**src/hw/dcache_fifo_repl.sv**
```systemverilog
`default_nettype none

module dcache_fifo_repl
#(
    parameter  int N_WAYS = 4,
    parameter  int N_SETS = 16,
    localparam int WAY_W  = $clog2(N_WAYS),
    localparam int SET_W  = $clog2(N_SETS)
)
(
    input  wire              clk_i,
    input  wire              rst_i,
    input  wire [SET_W-1:0]  set_i,         // Set of the current request
    input  wire              advance_i,     // One refill done in set_i
    output logic [WAY_W-1:0] victim_way_o   // Next way to fill in set_i
);

    // One round-robin pointer per set, oldest fill first
    logic [WAY_W-1:0] ptr_q [N_SETS];

    assign victim_way_o = ptr_q[set_i];  // Combinational lookup

    always_ff @(posedge clk_i)
    begin
        if (rst_i)
        begin
            for (int s = 0; s < N_SETS; s++)
                ptr_q[s] <= '0;  // Empty ways fill from way 0 up
        end
        else if (advance_i)
        begin
            // Wrap after the last way
            if (ptr_q[set_i] == WAY_W'(N_WAYS - 1))
                ptr_q[set_i] <= '0;
            else
                ptr_q[set_i] <= ptr_q[set_i] + 1'b1;
        end
    end

endmodule

`default_nettype wire

```
**config.mk**
```make
export PLATFORM = sky130hd
export DESIGN_NAME = dcache_fifo_repl
export DESIGN_NICKNAME = d
export VERILOG_FILES = /design/src/hw/dcache_fifo_repl.sv
export SDC_FILE = /design/constraint.sdc
export NUM_CORES = 1
export LEC_CHECK = 0
export ABC_AREA = 0
export BUFFER_PORTS_ARGS = -buffer_cell sky130_fd_sc_hd__clkbuf_2
export CAP_MARGIN = 20
export CORE_MARGIN = 5
export CORE_UTILIZATION = 25
export DETAILED_ROUTE_END_ITERATION = 10
export GPL_ROUTABILITY_DRIVEN = 0
export GPL_TIMING_DRIVEN = 0
export PLACE_DENSITY = 0.36
export RECOVER_POWER = 25
export SYNTH_ARGS = -nofsm -noshare
export SYNTH_HDL_FRONTEND = slang
export SYNTH_SLANG_ARGS = --single-unit
```
**constraint.sdc**
```tcl
create_clock -name clk_i -period 5.4 [get_ports clk_i]
set_clock_uncertainty 0.05 [all_clocks]
set_input_delay 0.27 -clock clk_i [delete_from_list [all_inputs] [get_ports clk_i]]
set_output_delay 0.27 -clock clk_i [all_outputs]
set_load 0.005 [all_outputs]
```
# Word-level counts from Yosys, hierarchy flattened
# Memories as Yosys holds them, arrays and structs flattened.
# Index checks and enable logic that the tools add are counted.
# totals
ff_bits	0
ram_bits	32
output_inout_bits	2
wordCells	19
n_memories	1
# op_classes
addsub	1
eq_ne	1
muxes	14
bitwise_logic	1
reduce_logical	1
# mem_list
memory	depth	word_bits	read_ports	rd_clocked_by_memory_dff	write_ports	line	text
ptr_q	16	2	1	0	16	19	logic [WAY_W-1:0] ptr_q [N_SETS];
# op_table
cell	n
$mux W1	11
$mux W2	2
$mux W4	1
$add A2 B1 Y2 const B	1
$eq A2 B2 Y1 const B	1
$reduce_or A2 Y1	1
$or A1 B1 Y1	1

# Longest topological paths before layout
# An unclocked memory read counts as a cell.
# logic_depth
word_depth	9
ltp_mapped	8
depth_no_buf	7

# Least setup slack after synthesis
# Ideal clock, no wire load.
# synth_path
path_type	input to register
startpoint	input set_i[0]
endpoint	memory ptr_q[0][0] in the netlist's numbering, data pin
setup_ns	0.139
arrival_time_ns	2.449
setup_slack_ns	2.762
path_stages	8
n_path_buf	1
path_cell_list	buf_6 > mux4_1 > a22oi_1 > nand3_1 > ha_1 > or3b_2 > or4_4 > nor2_1
# synth_lines
item	line	text
start, declared	13	input wire [SET_W-1:0] set_i,
end, declared	19	

==> reports/qor.yml <==
syn2layout_area_growth_pct: 13.3
yosys_warnings: 0
clockPowerShare: 0.340
internal-power_uw: 391
cp-start-kind: "input pin"
cts_buffer_depth: 2
cts_setup_buffers: 0
max_stage_delay_ns: 0.62
crit_family: "simple AND/OR/NAND/NOR gates"
fp.dieW_um: 90.3
worstPathMaxFanout: 10
rsz0062_at_grt: "no"
crit_type: "input pin to register"
grtUsageTotal: 0.103
drt_iter0_drc: 60
p_per_area_mw_per_mm2: 278
largest_reg_flops: 32
io_pins: 9
p_leak_nw: 0.599
route.vias.total: 1071
die_area_mm2: 0.00816
comb_power_share: 0.100
endpoint_kind: "register"
yosysUniqueCellTypes: 21
ir_drop_v: 0.0000917
start_util: 0.255
critical_path_buf_inv_count: 2
ant_nets: 0
finalSetupTns_ns: 0
grt_overflow: 0
htreeDepth: 2
synthCells: 128
fin_crit_sh: 0.549
grt_pass1_vias: 1180
period_minus_slack_ns: 2.96
cts_buffers: 5
min_from: "set_i[2]"
setup_viol: 0
grtUsageMet3: 0.0242
cts.sinks: 32
regToRegStartpoint: "ptr_q[0][1]$_SDFFCE_PN0P_"
worstPathArrival_ns: 3.05
rows: 29
synth_nets: 136
worstHoldEndpoint: "ptr_q[2][0]$_SDFFCE_PN0P_"
cts_hold_buf: 0
rr_worst_depth: 7
tritoncts: "yes"
io_buffers: 8
slowest_stage: "nor4bb_1"
coreArea_mm2: 0.00631
top_register: "ptr_q"
holdPathStages: 3
avgSynthCellArea_um2: 12.6
reg_top3: "ptr_q: 32 flops"
postRouteWirelength_um: 3940
grt_pass1_wl_um: 6260
worstMarginPinSlew_ns: 0.777
max_freq_mhz: 337
antenna_cells: 0
netlist_area_mm2: 0.00161
relSlewSlack: 0.475
r2r_slack_ns: 2.59
drc: 0
outcome: "complete, no violations"
grt_max_degree: 11
cts.repair.resized: 0
critPathRequiredTime_ns: 5.48
fillers: 676
crit_chain: "clkbuf_1 > clkbuf_1 > mux4_1 > a22oi_1 > nand3_1 > ha_1 > nor4bb_1 > nand3_1 > nor2_1"
synth-seq-cells: 32
hold_viol: 0
met2_usage: 0.178
drt_first_pass_iters: 4
post_drt_wl_per_cell_um: 17.8
top_usage_layer: "met2"
drive_gt1_frac: 0.146
post-dp-hpwl_um: 2910
ys_seq_area_frac: 0.596
hold_path.class: "input pin to register"
switching_share: 0.231
die_h_um: 90.3
cts-root-buf: "clkbuf_8"
r2r_end: "ptr_q[14][1]$_SDFFCE_PN0P_"
antenna_found_initial: 0
viasPerCell: 4.85
switchingPower_uw: 117
final_cell_mix: "33 x nor2_1, 32 x edfxtp_1, 12 x o21ai_0"
nets: 151
p_seq_frac: 0.560
clkTransAtPathRegs_ns: 0.07
slew_viol_final: 0
max-cap-violations: 0
use_met1: 0.121
mostFrequentLayoutCell: "nor2_1"
clk_latency_ns: 0.28
final_util: 0.290
[power groups by stage]
stage | clock, mW | combinational [mW] | sequential (mW)
2_1_floorplan | 0 | 0.0331 | 0.288
3_3_place_gp | 0 | 0.0509 | 0.289
3_5_place_dp | 0 | 0.0514 | 0.290
4_1_cts | 0.179 | 0.0517 | 0.284
5_1_grt | 0.189 | 0.0558 | 0.285
6_report | 0.173 | 0.0508 | 0.284
[logic make-up after synthesis]
kind of cell | share of synthesized area
buffers and inverters | 0.0279
AO/OA/AOI/OAI | 0.0652
AND/OR/NAND/NOR | 0.180
adder cells (fa/ha/maj) | 0.00776
flip-flops | 0.596
multiplexers | 0.123
[cell usage after synthesis, drive strengths merged]
cell type	count	share of area
buf	1	0.0070
o31ai	4	0.019
clkbuf	8	0.019
o21ai	12	0.037
inv	1	0.0023
or3b	2	0.011
nand2	6	0.014
ha	1	0.0078
a22oi	2	0.0093
nor2	33	0.077
mux4	8	0.12
or3	3	0.018
nor4bb	1	0.0062
nand3b	2	0.0093
nor2b	3	0.012
edfxtp	32	0.60
nand2b	2	0.0078
or4	1	0.0070
nand3	6	0.019
[worst min-delay path, stage by stage]
cell      delay (ns)
clkbuf_2        0.15
or4_4           0.16
nor2_1          0.04
[per-layer routing]
layer / routed length (µm) / vias up / part of all wire
met3: 98 / 7 / 0.025
met1: 1720 / 542 / 0.44
li1: - / 508 / -
met2: 2050 / 14 / 0.52
met5: 0 / - / 0
met4: 70 / 0 / 0.018
[final cells by class]
type	instances	area, µm²	area share
Buffer	9	41.3	0.0226
Multi-Input combinational cell	86	607	0.332
Timing Repair Buffer	8	38.8	0.0212
Sequential cell	32	961	0.526
Clock buffer	7	76.3	0.0418
Inverter	1	3.75	0.00205
Tap cell	77	96.3	0.0527
Clock inverter	1	3.75	0.00205
[worst max-delay path by stage]
stage	start	to	cells past startpoint
floorplan	set_i[0]	ptr_q[0][0]$_SDFFCE_PN0P_	8
global placement	set_i[1]	ptr_q[12][1]$_SDFFCE_PN0P_	9
detailed placement	set_i[1]	ptr_q[12][1]$_SDFFCE_PN0P_	9
CTS	set_i[1]	ptr_q[12][1]$_SDFFCE_PN0P_	9
global route	set_i[1]	ptr_q[7][1]$_SDFFCE_PN0P_	9
finish	set_i[1]	ptr_q[14][1]$_SDFFCE_PN0P_	9
[through the flow]
step	instance area, µm²	power [mW]	std cells	hold slack [ns]	setup slack [ns]
after floorplan	1610	0.321	128	0.529	2.76
after global placement	1750	0.340	213	0.733	2.19
after detailed placement	1750	0.341	213	0.731	2.17
after CTS	1830	0.515	221	0.428	2.46
after global routing	1830	0.530	221	0.451	2.24
final	1830	0.508	221	0.444	2.44
No activity file was read; power rests on OpenSTA's default activity.
