<file path="config.mk">
export PLATFORM = sky130hd
export DESIGN_NAME = dcache_word_merge
export DESIGN_NICKNAME = d
export VERILOG_FILES = /design/src/hw/dcache_pkg.sv /design/src/hw/dcache_word_merge.sv
export SDC_FILE = /design/constraint.sdc
export NUM_CORES = 1
export LEC_CHECK = 0
export BUFFER_PORTS_ARGS = -buffer_cell sky130_fd_sc_hd__buf_2
export CELL_PAD_IN_SITES_DETAIL_PLACEMENT = 0
export CELL_PAD_IN_SITES_GLOBAL_PLACEMENT = 1
export CORE_AREA = 2 2 128 130
export DETAILED_ROUTE_END_ITERATION = 12
export DIE_AREA = 0 0 130 132
export GPL_ROUTABILITY_DRIVEN = 0
export PLACE_DENSITY = 0.87
export SKIP_LAST_GASP = 1
export SYNTH_ARGS = -nofsm -noshare
export SYNTH_HDL_FRONTEND = slang
export SYNTH_SLANG_ARGS = --single-unit
export TNS_END_PERCENT = 20
</file>
<file path="constraint.sdc">
create_clock -name vclk -period 3.15
set_input_delay 0.63 -clock vclk [all_inputs]
set_output_delay 0.63 -clock vclk [all_outputs]
set_load 0.02 [all_outputs]
</file>
<file path="src/hw/dcache_pkg.sv">
`default_nettype none

package dcache_pkg;

    // ============================================================
    // Word geometry
    // ============================================================
    localparam int XLEN      = 32;  // Processor word width
    localparam int BYTE_BITS = 2;   // Byte select bits inside a word

    // ============================================================
    // Controller states
    // ============================================================
    typedef enum logic [2:0] {
        ST_INIT,       // Sweep of valid and dirty bits after reset
        ST_IDLE,       // Waiting for a processor request
        ST_LOOKUP,     // Tag compare on the synchronous read
        ST_WRITEBACK,  // Dirty victim goes out to memory
        ST_REFILL,     // Waiting for the line from memory
        ST_DONE        // Install the refilled line and answer
    } cache_state_e;

    // Memory port opcode
    typedef enum logic {
        MEM_READ  = 1'b0,
        MEM_WRITE = 1'b1
    } mem_op_e;

endpackage

`default_nettype wire

</file>
<file path="src/hw/dcache_word_merge.sv">
`default_nettype none

module dcache_word_merge
    import dcache_pkg::*;
#(
    parameter  int LINE_WORDS = 4,
    localparam int OFF_W      = $clog2(LINE_WORDS),
    localparam int LINE_W     = LINE_WORDS * XLEN
)
(
    input  wire [LINE_W-1:0]  line_i,    // Hit line or refill buffer
    input  wire [OFF_W-1:0]   offset_i,  // Word index inside the line
    input  wire [XLEN-1:0]    wdata_i,   // Store data, already lane aligned
    input  wire [XLEN/8-1:0]  be_i,      // All zero for loads
    output logic [XLEN-1:0]   word_o,    // Addressed word for loads
    output logic [LINE_W-1:0] line_o     // Line with the store merged in
);

    logic [XLEN-1:0] new_word;  // Addressed word after the merge

    // Word 0 sits in the low bits
    assign word_o = line_i[offset_i*XLEN +: XLEN];

    // Byte lane merge
    always_comb
    begin
        for (int b = 0; b < XLEN/8; b++)
        begin
            if (be_i[b])
                new_word[8*b +: 8] = wdata_i[8*b +: 8];
            else
                new_word[8*b +: 8] = word_o[8*b +: 8];
        end
    end

    // Put the word back, other words untouched
    always_comb
    begin
        line_o = line_i;
        line_o[offset_i*XLEN +: XLEN] = new_word;
    end

endmodule

`default_nettype wire

</file>
Word-level counts from Yosys, hierarchy flattened
Index checks and enable logic that the tools add are counted.
Widths: inputs -> output; s select.
{"block": "word_totals", "regBits": 0, "word_cells": 9}
{"block": "classes", "n_addsub": 1, "shift": 3, "n_mux": 5}
{"op": "$bwmux 128", "n": 1}
{"op": "$shift 32x34->128 const A", "n": 1}
{"op": "$shiftx 128x8->32", "n": 1}
{"op": "$shiftx 32x34->128", "n": 1}
{"op": "$neg 7->34", "n": 1}
{"op": "$mux 8", "n": 4}

Logic depth before layout (Yosys ltp)
Gate-level depths: netlist of run 1.
{"block": "logic_depth", "depth_word": 4, "mapped_depth": 8}

Least setup slack after synthesis of run 1
Ideal clock, no wire load.
{"block": "synth_timing", "path_type": "input-to-output", "start": "input offset_i[1]", "end": "output line_o[100]", "arrival_ns": 2.283, "setup_slack_ns": 0.237, "cell_stages": 7, "n_path_buf": 3, "path_cell_list": "buf_2 buf_2 inv_1 ha_1 nand3b_1 clkbuf_1 o22ai_1"}
{"block": "synth_via", "elab_chain_len": 4, "word_cells_on_any_way": 9}
{"item": "start: declaration", "line": "dcache_word_merge.sv:12", "rtl": "input wire [OFF_W-1:0] offset_i,"}
{"item": "$shiftx 128x8->32", "line": "dcache_word_merge.sv:22", "rtl": "assign word_o = line_i[offset_i*XLEN +: XLEN];"}
{"item": "$mux 8", "line": "dcache_word_merge.sv:29", "rtl": "if (be_i[b])"}
{"item": "$shiftx 32x34->128", "line": "dcache_word_merge.sv:40", "rtl": "line_o[offset_i*XLEN +: XLEN] = new_word;"}
{"item": "$bwmux 128 (*)", "line": "dcache_word_merge.sv:40"}
{"item": "end: declaration", "line": "dcache_word_merge.sv:16", "rtl": "output logic [LINE_W-1:0] line_o"}
Mark *: on every way between the ends. The rest lies on a longest branch, timed or not.

Worst setup path in the final report of run 1
{"block": "layout_timing", "start": "input offset_i[0]", "end": "output line_o[47]"}
The elaborated chain is that of the path after synthesis.

==> key figures, run 1 <==
Final layout
  • Nets: a little over 900
  • Clk_buf instances: 0
  • Register area: 0 um^2
  • Seq_cells: 0
  • Share of layout cells above drive strength 1: a little over half
  • Area grow syn2layout: 52.1%
  • Antenna Cells: 0

Synthesis
  • Synth area leader: mux2i_4
  • YS warnings: 0
  • Synth Instances: 446
  • Syn_nets: 616
  • Syn Std Cell Area: 3600 um^2
  • Area contributors post-synth: mux2i_4 (17%), mux4_2 (17%), o22ai_1 (17%)
  • Seq/Total Area, Yosys: 0%
  • Yosys top cell area share: between 10% and 20%
  • Yosys cell types: 22
  • Syn Area/Cell: between 8 and 9 um^2

Worst setup path
  • Setup crit end kind: output port
  • Critical path data arrival time: between 2 and 2.5 ns
  • Crit path max fanout: 14
  • Setup Crit Path Kind: in -> out
  • CP Launch Type: primary input
  • Worst EP required: 2.52 ns

Route
  • Routed length on met2: between 9 and 10 mm
  • Routed wire length: 18.3 mm
  • Initial DRC count: 288
  • Met1 wire length: 7.16 mm
  • DRC viols: 0
  • Via density per instance: a little over 5
  • DRT antenna net count: 0
  • Routed len/inst: between 15 and 20 um
  • Met3 Wirelength: around 1.5 mm
  • Vias: 4971
  • DR pass1 iterations: 5
  • Max layer used: met4

Outcome
  • Status: finished clean

Hold path
  • Worst hold path endpoint: line_o[123]
  • Worst hold start: line_i[123]
  • Hold Crit Depth: 4
  • Worst Hold Class: in -> out

Floorplan
  • Die height: about 130 um
  • Row cnt: 46
  • Initial core utilization: 22.9%
  • Placeable core area: around 16000 um^2
  • Die Wd: ~130 um
  • # IOs: ~330
  • Die Area: approximately 17000 um^2

STA
  • Hold WS: roughly 1.6 ns
  • Worst slew pin tran: around 0.70 ns
  • Fin. Hold Viols: 0
  • Fraction of the cycle the final worst path needs: roughly 90%
  • RSZ-0062 raised after global routing: no
  • Count of pins over their slew limit: 0
  • Setup violations, final: 0
  • Slew HR: between 50 and 60%
  • Fmax: 343 MHz
  • Setup TNS: 0 ns
  • Tmin final: 2.91 ns

CTS
  • Post-CTS Setup Bufs: 0
  • # hold bufs at CTS: 0
  • Resized cells post-CTS: 0

Pwr
  • Max VDD drop: between 0.00009 and 0.0001 V
  • P_leak: 2.95 nW
  • Power per cell area: ~200 nW/um^2

Placed design
  • Port buffer count: 326
  • HPWL after DPL: between 10 and 15 mm

Global route
  • Total global-route track usage: 19.5%
  • Vias in the first global route: around 4800
  • Grt ovf: 0
  • Initial antenna violation count: 0
  • First-pass GRT wire length: approximately 27 mm
  • Largest net degree at the start of global routing: 35

Job
  • Max-Cap Viols: 0
==> critical path, cell delays in order <==
cell,delay [ns]
buf_2,0.12
buf_4,0.30
mux4_1,0.65
mux2i_1,0.25
o22ai_1,0.14
buf_2,0.18
==> Yosys cell counts (2+ instances only) <==
master and number:
nand2_1 32, mux4_2 27, a22o_1 32, o21ai_0 32, mux4_1 5, clkbuf_1 29
o22ai_1 96, mux2i_4 27, buf_2 16, buf_12 2, inv_1 98, mux2i_1 37
ha_1 4
==> worst max path at each step <==
stage | cells after the start | start | endpoint | slack (ns)
after floorplan | 7 | offset_i[1] | line_o[100] | 0.24
after global placement | 6 | offset_i[0] | line_o[56] | 0.33
after detailed placement | 6 | offset_i[0] | line_o[79] | 0.25
after CTS | 6 | offset_i[0] | line_o[79] | 0.25
after global routing | 6 | offset_i[0] | line_o[79] | 0.18
final | 6 | offset_i[0] | line_o[47] | 0.24
==> layout by cell type, fill, tap and decap left out <==
| cell | synthesis | layout |
|---|---|---|
| buf_2 | 16 | 325 |
| inv_1 | 98 | 98 |
| o22ai_1 | 96 | 96 |
| mux2i_1 | 37 | 37 |
| nand2_1 | 32 | 32 |
| o21ai_0 | 32 | 32 |
| a22o_1 | 32 | 32 |
| mux4_2 | 27 | 27 |
| mux2i_4 | 27 | 27 |
| buf_4 | 1 | 16 |
| mux4_1 | 5 | 5 |
| buf_12 | 2 | 5 |
| ha_2 | 0 | 3 |
| nor2b_1 | 1 | 1 |
| nand3b_1 | 1 | 1 |
| clkinv_1 | 1 | 1 |
| nand4_1 | 1 | 1 |
| nand3_2 | 0 | 1 |
| nor3_4 | 0 | 1 |
| ha_1 | 4 | 1 |
==> cells by family (layout without fill, tap and decap cells) <==
kind of cell	count (synthesis)	count (layout)	share of synthesized area (%)
AND/OR/NAND/NOR	37	37	4.31
buffers and inverters	149	445	17.6
adder cells (fa/ha/maj)	4	4	1.39
AO/OA/AOI/OAI	160	160	28.9
multiplexers	96	96	47.7
==> metrics by stage <==
stage                     power [mW]  instance area [um^2]  util (%)  std cells  worst slack [ns]
after CTS                       1.10                  5470      34.8        958             0.249
after detailed placement        1.10                  5470      34.8        958             0.254
after global placement          1.09                  5470      34.8        958             0.332
after floorplan                0.691                  3600         -        446             0.237
final                           1.10                  5470      34.8        958             0.238
after global routing            1.17                  5470      34.8        958             0.182
==> power breakdown <==
group | internal, mW | switching, mW | total, mW
Combinational | 0.455 | 0.650 | 1.10
Sequential | 0 | 0 | 0
Clock | 0 | 0 | 0
==> layer usage <==
metal	track usage, %	up-vias
met5	0	-
met4	4.06	0
met3	2.56	33
met2	35.4	315
met1	24.3	2356
li1	-	2267
==> cell type report <==
| type | instances | area, um^2 |
|---|---|---|
| fillers | 1710 | 10200 |
| multi-input cells | 297 | 2980 |
| repair buffers | 346 | 1850 |
| inverters | 99 | 372 |
| well taps | 216 | 270 |
Note: power is estimated with default switching activity, not from simulation.
==> inputs of run 2 (changes only) <==
==> constraint.sdc (replaced) <==
create_clock -name vclk -period 3.15
set_input_delay 0.1575 -clock vclk [all_inputs]
set_output_delay 0.1575 -clock vclk [all_outputs]
set_load 0.02 [all_outputs]
==> run 2 against run 1 <==
  * Non-clock buffer count down 5
  * Combinational power hardly changed
  * Via count decreased by 1.2%
  * Flip-flop and latch count unchanged
  * Critical path type unchanged
  * Global-route usage down 0.29 points
  * Core utilization fell by 0.64 points
  * Final area shrank 1.8%
  * Routed wire length is 1.9% lower
  * Worst setup slack improved by 0.64 ns
  * Cell count decreased by 0.52%
  * Largest cell class unchanged
  * Clock-buffer cell count stayed put
  * Fmax up 28%
==> key figures, run 2 (synthesized netlist as in run 1, its figures left out) <==
CTS
  • Post-CTS Setup Bufs: 0
  • Resized cells post-CTS: 0
  • # hold bufs at CTS: 0

Final layout
  • Commonest non-fill, non-tap cell in the layout: buf_2
  • Share of layout cells above drive strength 1: between 50% and 60%
  • Register area: 0 um^2
  • Area grow syn2layout: 49.3%
  • Most frequent cells in the layout: buf_2 (325), inv_1 (98), o22ai_1 (96), mux2i_1 (37)
  • Nets: a little over 900
  • Final core utilization: about a third
  • Seq_cells: 0
  • Clk_buf instances: 0
  • Antenna Cells: 0

STA
  • Slew HR: between 40% and 50%
  • Worst slew pin tran: 0.795 ns
  • Fin. Hold Viols: 0
  • Fraction of the cycle the final worst path needs: just over 70%
  • Count of pins over their slew limit: 0
  • Fmax: roughly 440 MHz
  • Hold WS: 0.682 ns
  • Tmin final: roughly 2.3 ns
  • Setup TNS: 0 ns
  • Setup violations, final: 0
  • RSZ-0062 raised after global routing: no

Hold path
  • Worst Hold Class: in -> out
  • Hold Crit Depth: 4
  • Worst hold path endpoint: line_o[122]
  • Worst hold start: line_i[122]

Global route
  • Busiest grt layer: met2
  • Total global-route track usage: a little under a fifth
  • Grt ovf: 0
  • GRT met1 Usage: roughly a quarter
  • GR Util met3: 2.52%
  • Largest net degree at the start of global routing: 35
  • Grt met2 use: a little over a third
  • Initial antenna violation count: 0
  • First-pass GRT wire length: approximately 26 mm
  • Vias in the first global route: ~4700

Route
  • Via density per instance: 5.15
  • Initial DRC count: ~370
  • DRT antenna net count: 0
  • DR pass1 iterations: 5
  • Routed len/inst: approximately 19 um
  • Routed wire length: ~18 mm
  • DRC viols: 0
  • Vias: a little under 5000

Worst setup path
  • Worst EP required: 2.99 ns
  • Critical path data arrival time: roughly 2.1 ns
  • Slowest CP cell: ha_2
  • CP bufs+invs: 4
  • Setup crit end kind: output port
  • CP peak stage delay: just under 0.6 ns
  • Largest delay share family, worst path: buffers and inverters
  • CP Launch Type: primary input
  • Critical path cell sequence: buf_2 > buf_4 > ha_2 > nand3b_1 > buf_4 > o22ai_1 > buf_2
  • Setup Crit Path Kind: in -> out
  • Crit path max fanout: 21

Pwr
  • Max VDD drop: 0.0000963 V
  • Power per cell area: about 200 nW/um^2
  • Total chip power: 1.09 mW
  • P_leak: slightly below 3 nW

Placed design
  • HPWL after DPL: 13.9 mm
  • Port buffer count: 326

Outcome
  • Status: finished clean

Floorplan
  • Die Wd: roughly 130 um
  • Die Area: ~17000 um^2
  • Placeable core area: roughly 16000 um^2
  • Initial core utilization: ~23%
  • Row cnt: between 40 and 50
  • # IOs: around 330
  • Die height: ~130 um

Job
  • Max-Cap Viols: 0
[run 2: changes by cell type in the layout (fill, tap and decap cells not counted)]
cell    delta
buf_12     -5
[run 2: final cells by class]
cell class	count	area, um^2
Multi-Input combinational cell	297	2980
Timing Repair Buffer	341	1750
Tap cell	216	270
Inverter	99	372
Fill cell	1683	10300
[run 2: how the worst max path moves through the flow]
stage	from	to	slack (ns)	cells past startpoint
2_1_floorplan	offset_i[1]	line_o[100]	1.18	7
3_3_place_gp	offset_i[0]	line_o[127]	0.94	7
3_5_place_dp	offset_i[0]	line_o[98]	0.89	7
4_1_cts	offset_i[0]	line_o[98]	0.88	7
5_1_grt	offset_i[0]	line_o[98]	0.73	7
6_report	offset_i[0]	line_o[98]	0.87	7
[run 2: routing by layer]
layer  vias to the layer above  share of wire [%]
li1                       2259                  -
met1                      2320                 40
met2                       304                 51
met3                        29                7.7
met4                         0                2.0
met5                         -                  0
[run 2: where the power goes]
part | internal [mW] | switching [mW]
Sequential | 0 | 0
Combinational | 0.444 | 0.644
Clock | 0 | 0
Total | 0.444 | 0.644
[run 2: through the flow]
step | worst slack, ns | cells | cell area, um^2
after CTS | 0.875 | 953 | 5370
final | 0.874 | 953 | 5370
after global routing | 0.725 | 953 | 5370
after detailed placement | 0.889 | 953 | 5370
after global placement | 0.942 | 953 | 5370
after floorplan | 1.18 | 446 | 3600
