==> src/hw/dcache_pkg.sv <==
`default_nettype none

package dcache_pkg;

    // ============================================================
    // Word geometry
    // ============================================================
    localparam int XLEN      = 32;  // Processor word width
    localparam int BYTE_BITS = 2;   // Byte select bits inside a word

    // ============================================================
    // Controller states
    // ============================================================
    typedef enum logic [2:0] {
        ST_INIT,       // Sweep of valid and dirty bits after reset
        ST_IDLE,       // Waiting for a processor request
        ST_LOOKUP,     // Tag compare on the synchronous read
        ST_WRITEBACK,  // Dirty victim goes out to memory
        ST_REFILL,     // Waiting for the line from memory
        ST_DONE        // Install the refilled line and answer
    } cache_state_e;

    // Memory port opcode
    typedef enum logic {
        MEM_READ  = 1'b0,
        MEM_WRITE = 1'b1
    } mem_op_e;

endpackage

`default_nettype wire

==> src/hw/dcache_ctrl.sv <==
`default_nettype none

module dcache_ctrl
    import dcache_pkg::*;
#(
    parameter  int N_WAYS     = 4,
    parameter  int N_SETS     = 16,
    parameter  int LINE_WORDS = 4,
    localparam int WAY_W      = $clog2(N_WAYS),
    localparam int SET_W      = $clog2(N_SETS),
    localparam int OFF_W      = $clog2(LINE_WORDS),
    localparam int TAG_W      = XLEN - SET_W - OFF_W - BYTE_BITS,
    localparam int LINE_W     = LINE_WORDS * XLEN
)
(
    input  wire               clk_i,
    input  wire               rst_i,
    // Processor port
    input  wire               p_strobe_i,
    input  wire               p_rw_i,          // 1 for store
    input  wire [XLEN-1:0]    p_addr_i,
    input  wire [XLEN-1:0]    p_wdata_i,
    input  wire [XLEN/8-1:0]  p_be_i,
    output logic [XLEN-1:0]   p_rdata_o,
    output logic              p_ready_o,
    // Memory port
    output logic              m_strobe_o,
    output mem_op_e           m_op_o,
    output logic [XLEN-1:0]   m_addr_o,
    output logic [LINE_W-1:0] m_wdata_o,
    input  wire [LINE_W-1:0]  m_rdata_i,
    input  wire               m_ready_i,
    // Way array
    output logic [SET_W-1:0]  set_o,
    output logic [TAG_W-1:0]  tag_o,
    output logic              line_we_o,
    output logic [WAY_W-1:0]  way_o,
    output logic [LINE_W-1:0] line_o,
    output logic              dirty_o,
    output logic              clear_o,
    input  wire               hit_i,
    input  wire [WAY_W-1:0]   hit_way_i,
    input  wire [LINE_W-1:0]  hit_line_i,
    input  wire [TAG_W-1:0]   victim_tag_i,
    input  wire [LINE_W-1:0]  victim_line_i,
    input  wire               victim_dirty_i,
    // Replacement
    output logic              repl_advance_o,
    input  wire [WAY_W-1:0]   victim_way_i,
    // Word merge
    output logic [LINE_W-1:0] merge_src_line_o,
    output logic [OFF_W-1:0]  offset_o,
    output logic [XLEN-1:0]   wdata_o,
    output logic [XLEN/8-1:0] be_o,
    input  wire [XLEN-1:0]    rdata_word_i,
    input  wire [LINE_W-1:0]  merged_line_i
);

    cache_state_e      state_q, state_d;
    logic [SET_W-1:0]  sweep_q;            // Init sweep index
    logic              rw_q;               // Registered request
    logic [XLEN-1:0]   addr_q;
    logic [XLEN-1:0]   wdata_q;
    logic [XLEN/8-1:0] be_q;
    logic [LINE_W-1:0] fill_q;             // Refill buffer
    logic [SET_W-1:0]  req_set;
    logic [TAG_W-1:0]  req_tag;
    logic              wb_enter, rf_enter;  // State entry strobes

    assign req_set = addr_q[BYTE_BITS+OFF_W +: SET_W];
    assign req_tag = addr_q[XLEN-1 -: TAG_W];

    // ============================================================
    // State machine
    // ============================================================
    always_comb
    begin
        state_d = state_q;
        case (state_q)
            ST_INIT:
                if (sweep_q == SET_W'(N_SETS - 1))
                    state_d = ST_IDLE;
            ST_IDLE:
                if (p_strobe_i)
                    state_d = ST_LOOKUP;
            ST_LOOKUP:
                if (hit_i)
                    state_d = ST_IDLE;
                else if (victim_dirty_i)
                    state_d = ST_WRITEBACK;  // Victim must go out first
                else
                    state_d = ST_REFILL;
            ST_WRITEBACK:
                if (m_ready_i)
                    state_d = ST_REFILL;
            ST_REFILL:
                if (m_ready_i)
                    state_d = ST_DONE;
            ST_DONE:
                state_d = ST_IDLE;
            default:
                state_d = ST_INIT;
        endcase
    end

    assign wb_enter = (state_q == ST_LOOKUP) && (state_d == ST_WRITEBACK);
    assign rf_enter = (state_q != ST_REFILL) && (state_d == ST_REFILL);

    always_ff @(posedge clk_i)
    begin
        if (rst_i)
        begin
            state_q <= ST_INIT;
            sweep_q <= '0;
        end
        else
        begin
            state_q <= state_d;
            if (state_q == ST_INIT)
                sweep_q <= sweep_q + 1'b1;
        end
    end

    // Request capture on the accepting edge
    always_ff @(posedge clk_i)
    begin
        if (state_q == ST_IDLE && p_strobe_i)
        begin
            rw_q    <= p_rw_i;
            addr_q  <= p_addr_i;
            wdata_q <= p_wdata_i;
            be_q    <= p_be_i;
        end
        if (state_q == ST_REFILL && m_ready_i)
            fill_q <= m_rdata_i;  // Line from memory
    end

    // ============================================================
    // Memory port, one strobe per transaction
    // ============================================================
    always_ff @(posedge clk_i)
    begin
        if (rst_i)
        begin
            m_strobe_o <= 1'b0;
            m_op_o     <= MEM_READ;
        end
        else
        begin
            m_strobe_o <= wb_enter || rf_enter;
            if (wb_enter)
                m_op_o <= MEM_WRITE;
            else if (rf_enter)
                m_op_o <= MEM_READ;
        end
    end

    always_ff @(posedge clk_i)
    begin
        if (wb_enter)
        begin
            m_addr_o  <= {victim_tag_i, req_set, {(OFF_W+BYTE_BITS){1'b0}}};
            m_wdata_o <= victim_line_i;  // Held until m_ready_i
        end
        else if (rf_enter)
            m_addr_o <= {req_tag, req_set, {(OFF_W+BYTE_BITS){1'b0}}};
    end

    // ============================================================
    // Array writes and processor answer
    // ============================================================
    always_comb
    begin
        set_o          = req_set;
        line_we_o      = 1'b0;
        way_o          = hit_way_i;
        line_o         = merged_line_i;
        dirty_o        = rw_q;  // Only stores leave a dirty line
        clear_o        = 1'b0;
        repl_advance_o = 1'b0;
        p_ready_o      = 1'b0;
        case (state_q)
            ST_INIT:
            begin
                set_o   = sweep_q;
                clear_o = 1'b1;
            end
            ST_IDLE:
                set_o = p_addr_i[BYTE_BITS+OFF_W +: SET_W];  // Read starts at accept
            ST_LOOKUP:
            begin
                p_ready_o = hit_i;
                line_we_o = hit_i && rw_q;  // Store hit
            end
            ST_DONE:
            begin
                line_we_o      = 1'b1;
                way_o          = victim_way_i;
                line_o         = rw_q ? merged_line_i : fill_q;
                repl_advance_o = 1'b1;
                p_ready_o      = 1'b1;
            end
            default: ;
        endcase
    end

    assign merge_src_line_o = (state_q == ST_DONE) ? fill_q : hit_line_i;
    assign tag_o            = req_tag;
    assign offset_o         = addr_q[BYTE_BITS +: OFF_W];
    assign wdata_o          = wdata_q;
    assign be_o             = rw_q ? be_q : '0;  // Loads leave the line as is
    assign p_rdata_o        = rdata_word_i;

endmodule

`default_nettype wire

==> config.mk <==
export PLATFORM = sky130hd
export DESIGN_NAME = dcache_ctrl
export DESIGN_NICKNAME = d
export VERILOG_FILES = /design/src/hw/dcache_pkg.sv /design/src/hw/dcache_ctrl.sv
export SDC_FILE = /design/constraint.sdc
export NUM_CORES = 1
export LEC_CHECK = 0
export BUFFER_PORTS_ARGS = -buffer_cell sky130_fd_sc_hd__buf_2
export CAP_MARGIN = 15
export CORE_AREA = 8 8 455 457
export CTS_CLUSTER_DIAMETER = 80
export DETAILED_ROUTE_END_ITERATION = 16
export DIE_AREA = 0 0 463 465
export GPL_ROUTABILITY_DRIVEN = 0
export PLACE_DENSITY = 0.3
export SYNTH_ARGS = -nofsm -noshare
export SYNTH_HDL_FRONTEND = slang
export SYNTH_SLANG_ARGS = --single-unit
==> constraint.sdc <==
create_clock -name clk_i -period 18.9 [get_ports clk_i]
set_input_delay 0.945 -clock clk_i [delete_from_list [all_inputs] [get_ports clk_i]]
set_output_delay 0.945 -clock clk_i [all_outputs]
set_load 0.005 [all_outputs]
# --- Yosys cells after proc, flatten, opt, wreduce, memory -nomap -nowiden ---
# Index checks and enable logic that the tools add are counted.
# W data, S select, Z words.
totals:
  register_bits: 362
  input_bits: 647
  out_inout_bits: 523
  elab_cells: 50
op_classes:
  addsub: 1
  n_eq_ne: 9
  n_mux: 21
  n_reduce_logical: 8
op_table:
  columns: ["op", "count"]
  rows:
  - ["$mux W128", 3]
  - ["$mux W32", 2]
  - ["$mux W3", 6]
  - ["$pmux W3 S6", 1]
  - ["$eq A3 B2 Y1 const B", 3]
  - ["$eq A3 B3 Y1 const B", 3]
  - ["$pmux W4 S2", 1]
  - ["$logic_and A1 B1 Y1", 5]
  - ["$add A4 B1 Y4 const B", 1]
  - ["$eq A4 B4 Y1 const B", 1]
  - ["$mux W1", 4]
  - ["$mux W4", 1]
  - ["$pmux W1 S2", 2]
  - ["$eq A3 B1 Y1 const B", 1]
  - ["$logic_not A3 Y1", 1]
  - ["$ne A3 B3 Y1 const B", 1]
  - ["$mux W2", 1]
  - ["$reduce_bool A2 Y1", 1]
  - ["$logic_or A1 B1 Y1", 1]

# --- Depth between registers and ports, before layout ---
# Gate-level depths: netlist of the first run.
depth:
  ltp_word: 7
  ltp_mapped: 7
  depth_no_buf: 4

# --- Worst setup path before layout of the first run ---
# OpenSTA, ideal clock, no wires.
synth_path:
  path_kind: "input port to flip-flop"
  from: "input m_ready_i"
  to: "register fill_q[0] (enable)"
  setup_time_ns: 0.935
  arrival_time_ns: 13.029
  required_time_ns: 17.965
  setup_slack_ns: 4.936
  stages: 1
  path_buffers: 0
  cell_sequence: "nor4bb_1"
synth_between:
  elab_chain_cells: 1
synth_rtl:
  columns: ["element", "line_no", "rtl"]
  rows:
  - ["start, declared", "dcache_ctrl.sv:32", "input wire m_ready_i,"]
  - ["$logic_and A1 B1 Y1", "dcache_ctrl.sv:134", "if (state_q == ST_REFILL && m_ready_i)"]
  - ["end signal, assigned", "dcache_ctrl.sv:135", "fill_q <= m_rdata_i;"]
  - ["end, declared", "dcache_ctrl.sv:65", "logic [LINE_W-1:0] fill_q;"]
# Every way passes these cells.
# A chain may end at the register's enable or synchronous reset.

# --- Final worst setup path of the first run ---
layout_path:
  from: "register state_q[0]"
  to: "output line_o[6]"
layout_between:
  elab_chain_cells: 2
layout_rtl:
  columns: ["element", "line_no", "rtl"]
  rows:
  - ["start, declared", "dcache_ctrl.sv:59", "cache_state_e state_q, state_d;"]
  - ["start signal, assigned", "dcache_ctrl.sv:118", "state_q <= state_d;"]
  - ["$eq A3 B3 Y1", "dcache_ctrl.sv:182", "case (state_q)"]
  - ["$mux W128", "dcache_ctrl.sv:182", null]
  - ["end, declared", "dcache_ctrl.sv:38", "output logic [LINE_W-1:0] line_o,"]
# Every way passes these cells.

==> impl_metrics.yaml, run 1 <==
placed_design:
  dp_slack_ns: 14.02
  portBuffers: 1099
  hpwl_um: 90300
route:
  wl_per_cell_um: 21.6
  drt_iter0_markers: 682
  drt-pass1-iter-count: 4
  via_count: 13200
  drcViolationCount: 0
  routed_wl_um: 105000
  ant_nets: 0
  viasPerCell: 2.71
min_path:
  min_to: "m_addr_o[7]$_DFFE_PP_"
  hp-class: "reg -> reg"
  hold_depth: 0
  hold_path.startpoint: "addr_q[7]$_DFFE_PP_"
clocking:
  clock_latency_ns: 0.64
  hold_buffers: 0
  cts.sinks: 360
  cts_tree: "built"
  htree_levels: 2
  numCtsBuffers: 53
  clkTransAtPathRegs_ns: 0.06
  cts_root_buffer: "clkbuf_16"
  cts.repair.resized: 0
  clockBufferDepth: 3
  postCtsSetupBuffers: 0
floorplanning:
  rows: 165
  coreArea_um2: 200000
  fp.dieW_um: 463
  die_area_um2: 215000
  start_util_pct: 7.58
  top_level_ports: 1170
  die_y_um: 465
setup_path:
  cp.required_ns: 17.95
  reg2regPathDepth: 4
  crit_arrival_ns: 4.53
  crit_path_end_kind: "primary output"
  worst-path-max-fanout: 47
  reg2reg_from: "state_q[0]$_SDFF_PP0_"
  startpoint_type: "flop"
  rrSetupSlack_ns: 15.61
  r2r_end: "fill_q[105]$_DFFE_PP_"
  crit_type: "reg -> out"
power:
  power_density_nw_per_um2: 80.0
  pwr-share-seq_pct: 43.5
  swShare_pct: 23.5
  pwr-share-clk_pct: 49.4
  netSwitchingPower_uw: 473
  peakVddDrop_uv: 68.7
  power.leakage_nw: 10.4
  power_frac_comb_pct: 7.0
  internal_power_mw: 1.54
timing:
  max_freq_mhz: 183
  finalCritPeriodShare_pct: 29.0
  setup_tns_ns: 0
  skew_ns: 0.0229
  drv_slew: 0
  setup_ws_ns: 13.42
  min_period_ns: 5.48
  rsz0062_at_grt: "no"
  final-setup-viol-count: 0
  worst_pin_slew_ns: 1.04
  report.final.hold_viol_count: 0
  slew_headroom_pct: 30.5
global_route:
  grt_pass1_vias: 14500
  antenna_found_initial: 101
  grt_pass1_wl_um: 136000
  grt_start_max_net_pins: 77
  grt_overflow: 0
  groute.usage.overall_pct: 9.26
synth:
  synth.most_common_cell: "nand2_1"
  netlist.area_leader.share_pct: 69.4
  yosys-top-cells-count: "nand2_1 (396), edfxtp_1 (351), mux2_2 (135), buf_4 (67), mux2_4 (17)"
  ys_top_cells_by_area: "edfxtp_1 (69%), mux2_2 (10%), nand2_1 (9.8%)"
  synth_flop_cell: "edfxtp_1"
  yosysSeqAreaShare_pct: 70.6
  synth-edff-count: 351
  ys_async_sr_fraction_pct: 0
  ys_warn_count: 0
  synth_cells: 1081
  ys_types: 39
  netlist_area_um2: 15200
  syn_avg_cell_area_um2: 14.1
  synth_top_area_cell: "edfxtp_1"
  ys_ff_latch: 360
job:
  cap_violations: 0
cells_and_area:
  finish.utilization_pct: 12.6
  drive_above_1_share_pct: 61.9
  syn_to_final_growth_pct: 65.6
  fin_nets: 2788
outcome:
  status: "finished, final reports clean"
==> state kept, by name (all words and copies together) (netlist names) <==
signal / cells
dirty_o: 1
addr_q: 30
state_q: 3
sweep_q: 4
m_addr_o: 28
fill_q: 128
wdata_o: 32
m_op_o: 1
m_wdata_o: 128
m_strobe_o: 1
be_q: 4
==> worst max-delay path by stage <==
stage	slack, ns	depth (start not counted)	start	endpoint
3_3_place_gp	14.06	7	state_q[0]$_SDFF_PP0_	line_o[6]
4_1_cts	13.26	7	state_q[0]$_SDFF_PP0_	line_o[6]
3_5_place_dp	14.02	7	state_q[0]$_SDFF_PP0_	line_o[6]
6_report	13.42	7	state_q[0]$_SDFF_PP0_	line_o[6]
5_1_grt	13.09	7	state_q[0]$_SDFF_PP0_	line_o[6]
2_1_floorplan	4.94	1	m_ready_i	fill_q[0]$_DFFE_PP_
==> cell type report <==
class                   count  area (um^2)
diodes                     20         50.0
clock buffers              63         1360
clock inverters            36          357
fillers                 23000       175000
inverters                   5         28.8
multi-input cells         607         3690
flip-flops and latches    360        10700
well taps                2672         3340
repair buffers           1113         5610
==> placed cells by master (no fill, tap or decap), types with 3 or more instances in the layout <==
cell type / count
buf_2: 1099
nand2_1: 396
edfxtp_1: 351
mux2_2: 135
clkbuf_16: 53
diode_2: 20
mux2_4: 17
buf_4: 14
clkinv_1: 13
clkbuf_1: 10
dfxtp_1: 9
a21oi_1: 8
inv_6: 7
nor2_1: 7
clkinv_2: 7
bufinv_16: 5
mux2i_1: 4
o21ai_0: 4
and2_1: 4
nor2b_1: 4
conb_1: 4
inv_1: 3
==> kinds of logic (layout without fill, tap and decap cells) <==
family	after synthesis	after routing	synth area share, %
AND/OR/NAND/NOR	427	427	11.2
buffers and inverters	117	1217	5.44
multiplexers	156	156	12.0
flip-flops	360	360	70.6
other	1	24	0.0247
AO/OA/AOI/OAI	17	17	0.659
adder cells (fa/ha/maj)	1	1	0.0823
XOR/XNOR	2	2	0.115
==> worst max-delay path, cell delays in order (launching register included) <==
cell and delay [ns]:
dfxtp_1 0.86, nand3b_4 0.16, nor2_4 0.24, buf_4 0.55, buf_4 0.57, buf_4 0.68
mux2_2 0.47, buf_2 0.16
==> metrics by stage <==
stage | instances | area [um^2] | hold slack (ns) | power (mW)
floorplan | 1084 | 15200 | 0.427 | 0.931
finish | 4876 | 25200 | 0.450 | 2.01
global placement | 4757 | 23400 | 0.430 | 1.04
CTS | 4856 | 25100 | 0.364 | 2.08
global route | 4867 | 25100 | 0.385 | 2.10
detailed placement | 4757 | 23400 | 0.436 | 1.04
==> layer usage <==
layer,GRT usage (%),vias to the layer above,share of wire (%),wire length [um]
li1,-,5886,-,-
met1,9.19,6091,34,36300
met2,16.0,909,49,51300
met3,5.30,254,12,13200
met4,3.56,80,3.9,4120
met5,0,-,0.49,513
==> power by group through the flow <==
| stage | Sequential, mW | Combinational [mW] | Clock (mW) |
|---|---|---|---|
| 3_5_place_dp | 0.892 | 0.146 | 0 |
| 3_3_place_gp | 0.892 | 0.145 | 0 |
| 5_1_grt | 0.875 | 0.156 | 1.07 |
| 4_1_cts | 0.875 | 0.146 | 1.06 |
| 2_1_floorplan | 0.892 | 0.0385 | 0 |
| 6_report | 0.876 | 0.142 | 0.995 |
(Power assumes the default switching activity.)
==> inputs of run 2 (changes only) <==
--- a/config.mk
+++ b/config.mk
@@ -5,12 +5,13 @@
 export SDC_FILE = /design/constraint.sdc
 export NUM_CORES = 1
 export LEC_CHECK = 0
+export ABC_AREA = 1
 export BUFFER_PORTS_ARGS = -buffer_cell sky130_fd_sc_hd__buf_2
 export CAP_MARGIN = 15
-export CORE_AREA = 8 8 455 457
+export CORE_AREA = 8 8 453 455
 export CTS_CLUSTER_DIAMETER = 80
 export DETAILED_ROUTE_END_ITERATION = 16
-export DIE_AREA = 0 0 463 465
+export DIE_AREA = 0 0 461 463
 export GPL_ROUTABILITY_DRIVEN = 0
 export PLACE_DENSITY = 0.3
 export SYNTH_ARGS = -nofsm -noshare
==> constraint.sdc (replaced) <==
create_clock -name clk_i -period 5.5 [get_ports clk_i]
set_input_delay 0.275 -clock clk_i [delete_from_list [all_inputs] [get_ports clk_i]]
set_output_delay 0.275 -clock clk_i [all_outputs]
set_load 0.005 [all_outputs]
==> run 2 against run 1 <==
Net effect:
- routed wire length grew 17%
- sequential share of layout area down 5.8 points
- clock power grew to 3.7 times the previous value
- critical endpoint is now line_o[35]
- largest cell class unchanged
- highest routed layer unchanged
==> impl_metrics.yaml, run 2 <==
global_route:
  grt_pass1_wl_um: 158000
  grt_pass1_vias: 16800
  groute.usage.overall_pct: 10.9
  grt_overflow: 0
  antenna_found_initial: 58
  grt_start_max_net_pins: 124
clocking:
  clockBufferDepth: 3
  clkTransAtPathRegs_ns: 0.06
  postCtsSetupBuffers: 0
  cts.repair.resized: 0
  htree_levels: 2
  numCtsBuffers: 56
  cts_root_buffer: "clkbuf_16"
  cts.sinks: 360
  clock_latency_ns: 0.67
  cts_tree: "built"
cells_and_area:
  layoutNonFillerInstCount: 5435
  register_area_um2: 10700
  syn_to_final_growth_pct: 88.6
  multiInputGateArea_um2: 3340
  drive_above_1_share_pct: 47.8
  final_cell_mix: "buf_2 (1099), edfxtp_1 (351), dlygate4sd3_1 (351), nand2_1 (237), inv_1 (145)"
  fin_nets: 3356
  num-fill-cells: 22700
  finish.utilization_pct: 14.7
  layout_commonest_cell: "buf_2"
synth:
  syn_avg_cell_area_um2: 11.9
  netlist_area_um2: 15400
  yosysSeqAreaShare_pct: 69.4
  synth_cells: 1298
  synth-edff-count: 351
  netlist.area_leader.share_pct: 68.3
  synth_top_area_cell: "edfxtp_1"
  ys_async_sr_fraction_pct: 0
  synth_flop_cell: "edfxtp_1"
  ys_types: 27
  yosys-top-cells-count: "edfxtp_1 (351), nand2_1 (237), inv_1 (145), nor2_1 (141), o21ai_0 (131)"
  ys_warn_count: 0
  ys_ff_latch: 360
  synth.most_common_cell: "edfxtp_1"
  ys_top_cells_by_area: "edfxtp_1 (68%), nand2_1 (5.8%), a21oi_2 (5.7%)"
route:
  viasPerCell: 2.86
  wl_per_cell_um: 22.8
  routed_wl_um: 124000
  drt_iter0_markers: 808
  drcViolationCount: 0
  ant_nets: 0
  drt-pass1-iter-count: 5
  via_count: 15600
floorplanning:
  fp.dieW_um: 461
  top_level_ports: 1170
  start_util_pct: 7.79
  die_area_um2: 213000
  die_y_um: 463
  coreArea_um2: 198000
  rows: 164
placed_design:
  dp_cells: 4955
  portBuffers: 1099
  hpwl_um: 106000
setup_path:
  cp.buffers_inverters: 3
  r2r_end: "m_wdata_o[39]$_DFFE_PP_"
  crit_chain: "nand2_8, nor2_4, buf_12, buf_12, nor2_1, a21oi_2, buf_2"
  reg2regPathDepth: 5
  rrSetupSlack_ns: 2.32
  startpoint_type: "flop"
  cp.required_ns: 5.22
  crit_path_end_kind: "primary output"
  crit_arrival_ns: 3.36
  crit_type: "reg -> out"
  max_stage_delay_ns: 0.66
  crit_cells: 7
  worst-path-max-fanout: 108
  reg2reg_from: "state_q[1]$_SDFF_PP0_"
  critPathTopFamily: "buffers and inverters"
  cp_common_cell: "buf_12"
  critPathSlowestCell: "dfxtp_1"
timing:
  report.final.hold_viol_count: 0
  slew_headroom_pct: 31.2
  finalCritPeriodShare_pct: 66.1
  setup_tns_ns: 0
  worst_pin_slew_ns: 1.02
  rsz0062_at_grt: "no"
  skew_ns: 0.0470
  final-setup-viol-count: 0
  max_freq_mhz: 275
  drv_slew: 0
  min_period_ns: 3.64
power:
  peakVddDrop_uv: 257
  power_density_nw_per_um2: 257
  power.leakage_nw: 12.4
min_path:
  hold_depth: 4
  min_to: "state_q[2]$_SDFF_PP0_"
  hp-class: "in -> reg"
  hold_path.startpoint: "hit_i"
job:
  cap_violations: 0
outcome:
  status: "finished, final reports clean"
run 2: stage by stage:
| step | total power, mW | cell area (um^2) | hold WS, ns | setup WS, ns |
|---|---|---|---|---|
| after floorplan | 3.22 | 15500 | 0.344 | 0.764 |
| after global placement | 3.63 | 23700 | 0.449 | 2.10 |
| after detailed placement | 3.63 | 23700 | 0.453 | 2.12 |
| after CTS | 7.72 | 29100 | 0.00418 | 1.77 |
| after global routing | 7.83 | 29100 | 0.0842 | 1.59 |
| final | 7.49 | 29100 | 0.0968 | 1.86 |
run 2: power breakdown:
group	total (mW)	switching (mW)	internal, mW
registers	3.01	0.00341	3.01
logic	0.772	0.336	0.437
clock network	3.70	1.51	2.20
total	7.49	1.85	5.64
run 2: final cells by class:
class | count | area share (%)
Antenna cell | 23 | 0.198
Clock buffer | 71 | 5.07
Clock inverter | 35 | 1.36
Inverter | 148 | 1.93
Multi-Input combinational cell | 670 | 11.5
Sequential cell | 360 | 36.8
Tap cell | 2656 | 11.4
Timing Repair Buffer | 1472 | 31.7
run 2: cell families after synthesis:
| kind of cell | synth area share, % |
|---|---|
| simple gates | 10.1 |
| flops | 69.4 |
| other cells | 0.0243 |
| fa+ha+maj | 0.0810 |
| buf+inv | 9.23 |
| compound gates | 11.2 |
run 2: how the worst max path moves through the flow:
stage	startpoint	endpoint	slack, ns
floorplan	state_q[2]$_SDFF_PP0_	addr_q[10]$_DFFE_PP_	0.76
global placement	state_q[1]$_SDFF_PP0_	m_wdata_o[44]$_DFFE_PP_	2.10
detailed placement	state_q[1]$_SDFF_PP0_	m_wdata_o[80]$_DFFE_PP_	2.12
CTS	state_q[2]$_SDFF_PP0_	line_o[35]	1.77
global route	state_q[2]$_SDFF_PP0_	line_o[2]	1.59
finish	state_q[2]$_SDFF_PP0_	line_o[35]	1.86
run 2: worst register-to-register path: stages, from the launching register on:
cell and delay, ns:
dfxtp_1 0.51, inv_2 0.10, nor3_2 0.19, nand3_2 0.68
inv_6 0.59, buf_12 0.57
run 2: repair_timing:
item / CTS / global route
endpoints found under the hold margin: 356 / 0
hold buffers: 351 / 0
endpoints found under the setup margin: 0 / 0
run 2: layer usage:
metal | up-vias | wire length (um) | global-route usage (%)
met2 | 933 | 60200 | 19.3
met1 | 7245 | 42700 | 11.0
li1 | 7177 | - | -
met3 | 185 | 16500 | 5.93
met5 | - | 184 | 0
met4 | 28 | 4100 | 3.29
==> inputs of run 3 (changes only) <==
--- a/config.mk
+++ b/config.mk
@@ -8,10 +8,10 @@
 export ABC_AREA = 1
 export BUFFER_PORTS_ARGS = -buffer_cell sky130_fd_sc_hd__buf_2
 export CAP_MARGIN = 15
-export CORE_AREA = 8 8 453 455
+export CORE_AREA = 8 8 450 452
 export CTS_CLUSTER_DIAMETER = 80
 export DETAILED_ROUTE_END_ITERATION = 16
-export DIE_AREA = 0 0 461 463
+export DIE_AREA = 0 0 458 460
 export GPL_ROUTABILITY_DRIVEN = 0
 export PLACE_DENSITY = 0.3
 export SYNTH_ARGS = -nofsm -noshare
==> constraint.sdc (replaced) <==
create_clock -name clk_i -period 3.19 [get_ports clk_i]
set_input_delay 0.1595 -clock clk_i [delete_from_list [all_inputs] [get_ports clk_i]]
set_output_delay 0.1595 -clock clk_i [all_outputs]
set_load 0.005 [all_outputs]
==> run 3 against run 2 <==
Net effect:
- hold slack gained 0.0018 ns
- final area grew 0.20%
- highest routed layer unchanged
- utilization grew 0.21 points
- non-clock buffer count grew 23
- clock skew grew 0.020 ns
- clock power grew 63%
- largest power group unchanged
- first-iteration DRC count grew 8.5%
==> impl_metrics.yaml, run 3 (synthesis gave the netlist of run 2 again) <==
setup_path:
  crit_path_end_kind: "primary output"
  reg2reg_from: "state_q[2]$_SDFF_PP0_"
  worst-path-max-fanout: 50
  reg2regPathDepth: 8
  crit_arrival_ns: 2.80
  crit_type: "reg -> out"
  rrSetupSlack_ns: 0.93
  cp.required_ns: 3.03
  startpoint_type: "flop"
  r2r_end: "state_q[0]$_SDFF_PP0_"
timing:
  setup_tns_ns: 0
  report.final.hold_viol_count: 0
  setup_ws_ns: 0.229
  min_period_ns: 2.96
  rsz0062_at_grt: "no"
  max_freq_mhz: 338
  worst_pin_slew_ns: 0.829
  finalCritPeriodShare_pct: 92.8
  drv_slew: 0
  skew_ns: 0.0668
  slew_headroom_pct: 44.2
  final-setup-viol-count: 0
min_path:
  min_to: "m_op_o$_SDFFE_PP0P_"
  hp-class: "in -> reg"
  hold_path.startpoint: "hit_i"
  hold_depth: 5
clocking:
  clkTransAtPathRegs_ns: 0.06
  clock_latency_ns: 0.71
  cts_tree: "built"
  clockBufferDepth: 3
  cts.sinks: 360
  htree_levels: 2
  cts_root_buffer: "clkbuf_16"
  numCtsBuffers: 56
job:
  cap_violations: 0
global_route:
  grt_overflow: 0
  grt-busiest-layer: "met2"
  grt_pass1_wl_um: 153000
  groute.usage.overall_pct: 10.6
  grt_pass1_vias: 16900
  met1_usage_pct: 11.7
  antenna_found_initial: 63
  grt_start_max_net_pins: 68
  gr-usage-met2_pct: 18.4
  met3_usage_pct: 4.95
route:
  wl_per_cell_um: 22.5
  drt_iter0_markers: 877
  ant_nets: 0
  drt-pass1-iter-count: 5
  via_count: 15700
  drcViolationCount: 0
  viasPerCell: 2.93
  routed_wl_um: 120000
floorplanning:
  die_y_um: 460
  rows: 163
  top_level_ports: 1170
  coreArea_um2: 196000
  start_util_pct: 7.89
  fp.dieW_um: 458
  die_area_um2: 211000
power:
  internal_power_mw: 9.36
  power_frac_comb_pct: 10.7
  netSwitchingPower_mw: 3.18
  fin_total_pwr_mw: 12.5
  power_density_nw_per_um2: 430
  pwr-share-clk_pct: 48.0
  swShare_pct: 25.4
  power.leakage_nw: 12.5
  pwr-share-seq_pct: 41.4
  peakVddDrop_uv: 368
cells_and_area:
  final_cell_mix: "buf_2 (1098), dlygate4sd3_1 (353), edfxtp_1 (351), nand2_1 (237), inv_1 (145)"
  finish.utilization_pct: 14.9
  syn_to_final_growth_pct: 89.0
  layout_commonest_cell: "buf_2"
  fin_nets: 3380
  drive_above_1_share_pct: 48.2
  post-route-cell-area_um2: 29200
placed_design:
  dp_slack_ns: 0.662
  portBuffers: 1099
  placed_cell_area_um2: 23700
  hpwl_um: 101000
outcome:
  status: "finished, final reports clean"
-- run 3: cell types whose count changed in the layout (fill, tap and decap cells not counted), sizes merged, moves of 2 or more --
cell         change
buf             +19
bufinv           -4
inv              -5
diode           -17
clkinvlp         +2
dlygate4sd3      +2
clkinv           +6
-- run 3: final cells by class --
type                       instances  area [um^2]
inverter                         148          563
tap                             2557         3200
clock inverter                    34          320
timing repair buffer            1495         9550
antenna                            6         15.0
clock buffer                      69         1450
fill                           22300       167000
multi-input combinational        671         3360
sequential                       360        10700
-- run 3: metal layers --
metal  wire length [um]  vias up
met5                194        -
met4               3760       30
met3              13200      190
met2              57100      980
met1              45700     7255
li1                   -     7213
-- run 3: timing repair --
item / CTS / global route
cloned: 1 / 2
buffers inserted: 0 / 3
hold buffers: 353 / 0
pin swaps: 0 / 2
hold endpoints to repair: 358 / 0
gates resized for setup: 6 / 5
setup endpoints to repair: 13 / 16
-- run 3: worst max-delay path by stage --
stage	from	endpoint	cells after the start
6_report	state_q[2]$_SDFF_PP0_	line_o[116]	7
5_1_grt	state_q[0]$_SDFF_PP0_	merge_src_line_o[34]	8
4_1_cts	state_q[0]$_SDFF_PP0_	line_o[19]	10
3_5_place_dp	state_q[2]$_SDFF_PP0_	line_o[90]	7
3_3_place_gp	state_q[2]$_SDFF_PP0_	line_o[90]	7
2_1_floorplan	state_q[2]$_SDFF_PP0_	addr_q[10]$_DFFE_PP_	2
-- run 3: per-stage QoR --
step | std cells | hold slack [ns]
3_3_place_gp | 4872 | 0.319
6_report | 5340 | 0.0986
2_1_floorplan | 1301 | 0.229
5_1_grt | 5336 | 0.0943
3_5_place_dp | 4872 | 0.319
4_1_cts | 5329 | 0.0254
-- run 3: worst max-delay path: stages (launching register included) --
cell,delay [ns]
dfxtp_2,0.67
nand2_8,0.23
nor2_4,0.20
buf_12,0.19
buf_12,0.26
nor2_1,0.09
a21oi_2,0.24
buf_2,0.18
-- run 3: power groups by stage --
stage,logic (mW),registers [mW],clock network [mW]
final,1.34,5.19,6.02
after detailed placement,0.965,5.29,0
after global placement,0.965,5.29,0
after global routing,1.45,5.19,6.51
after floorplan,0.253,5.29,0
after CTS,1.37,5.19,6.41
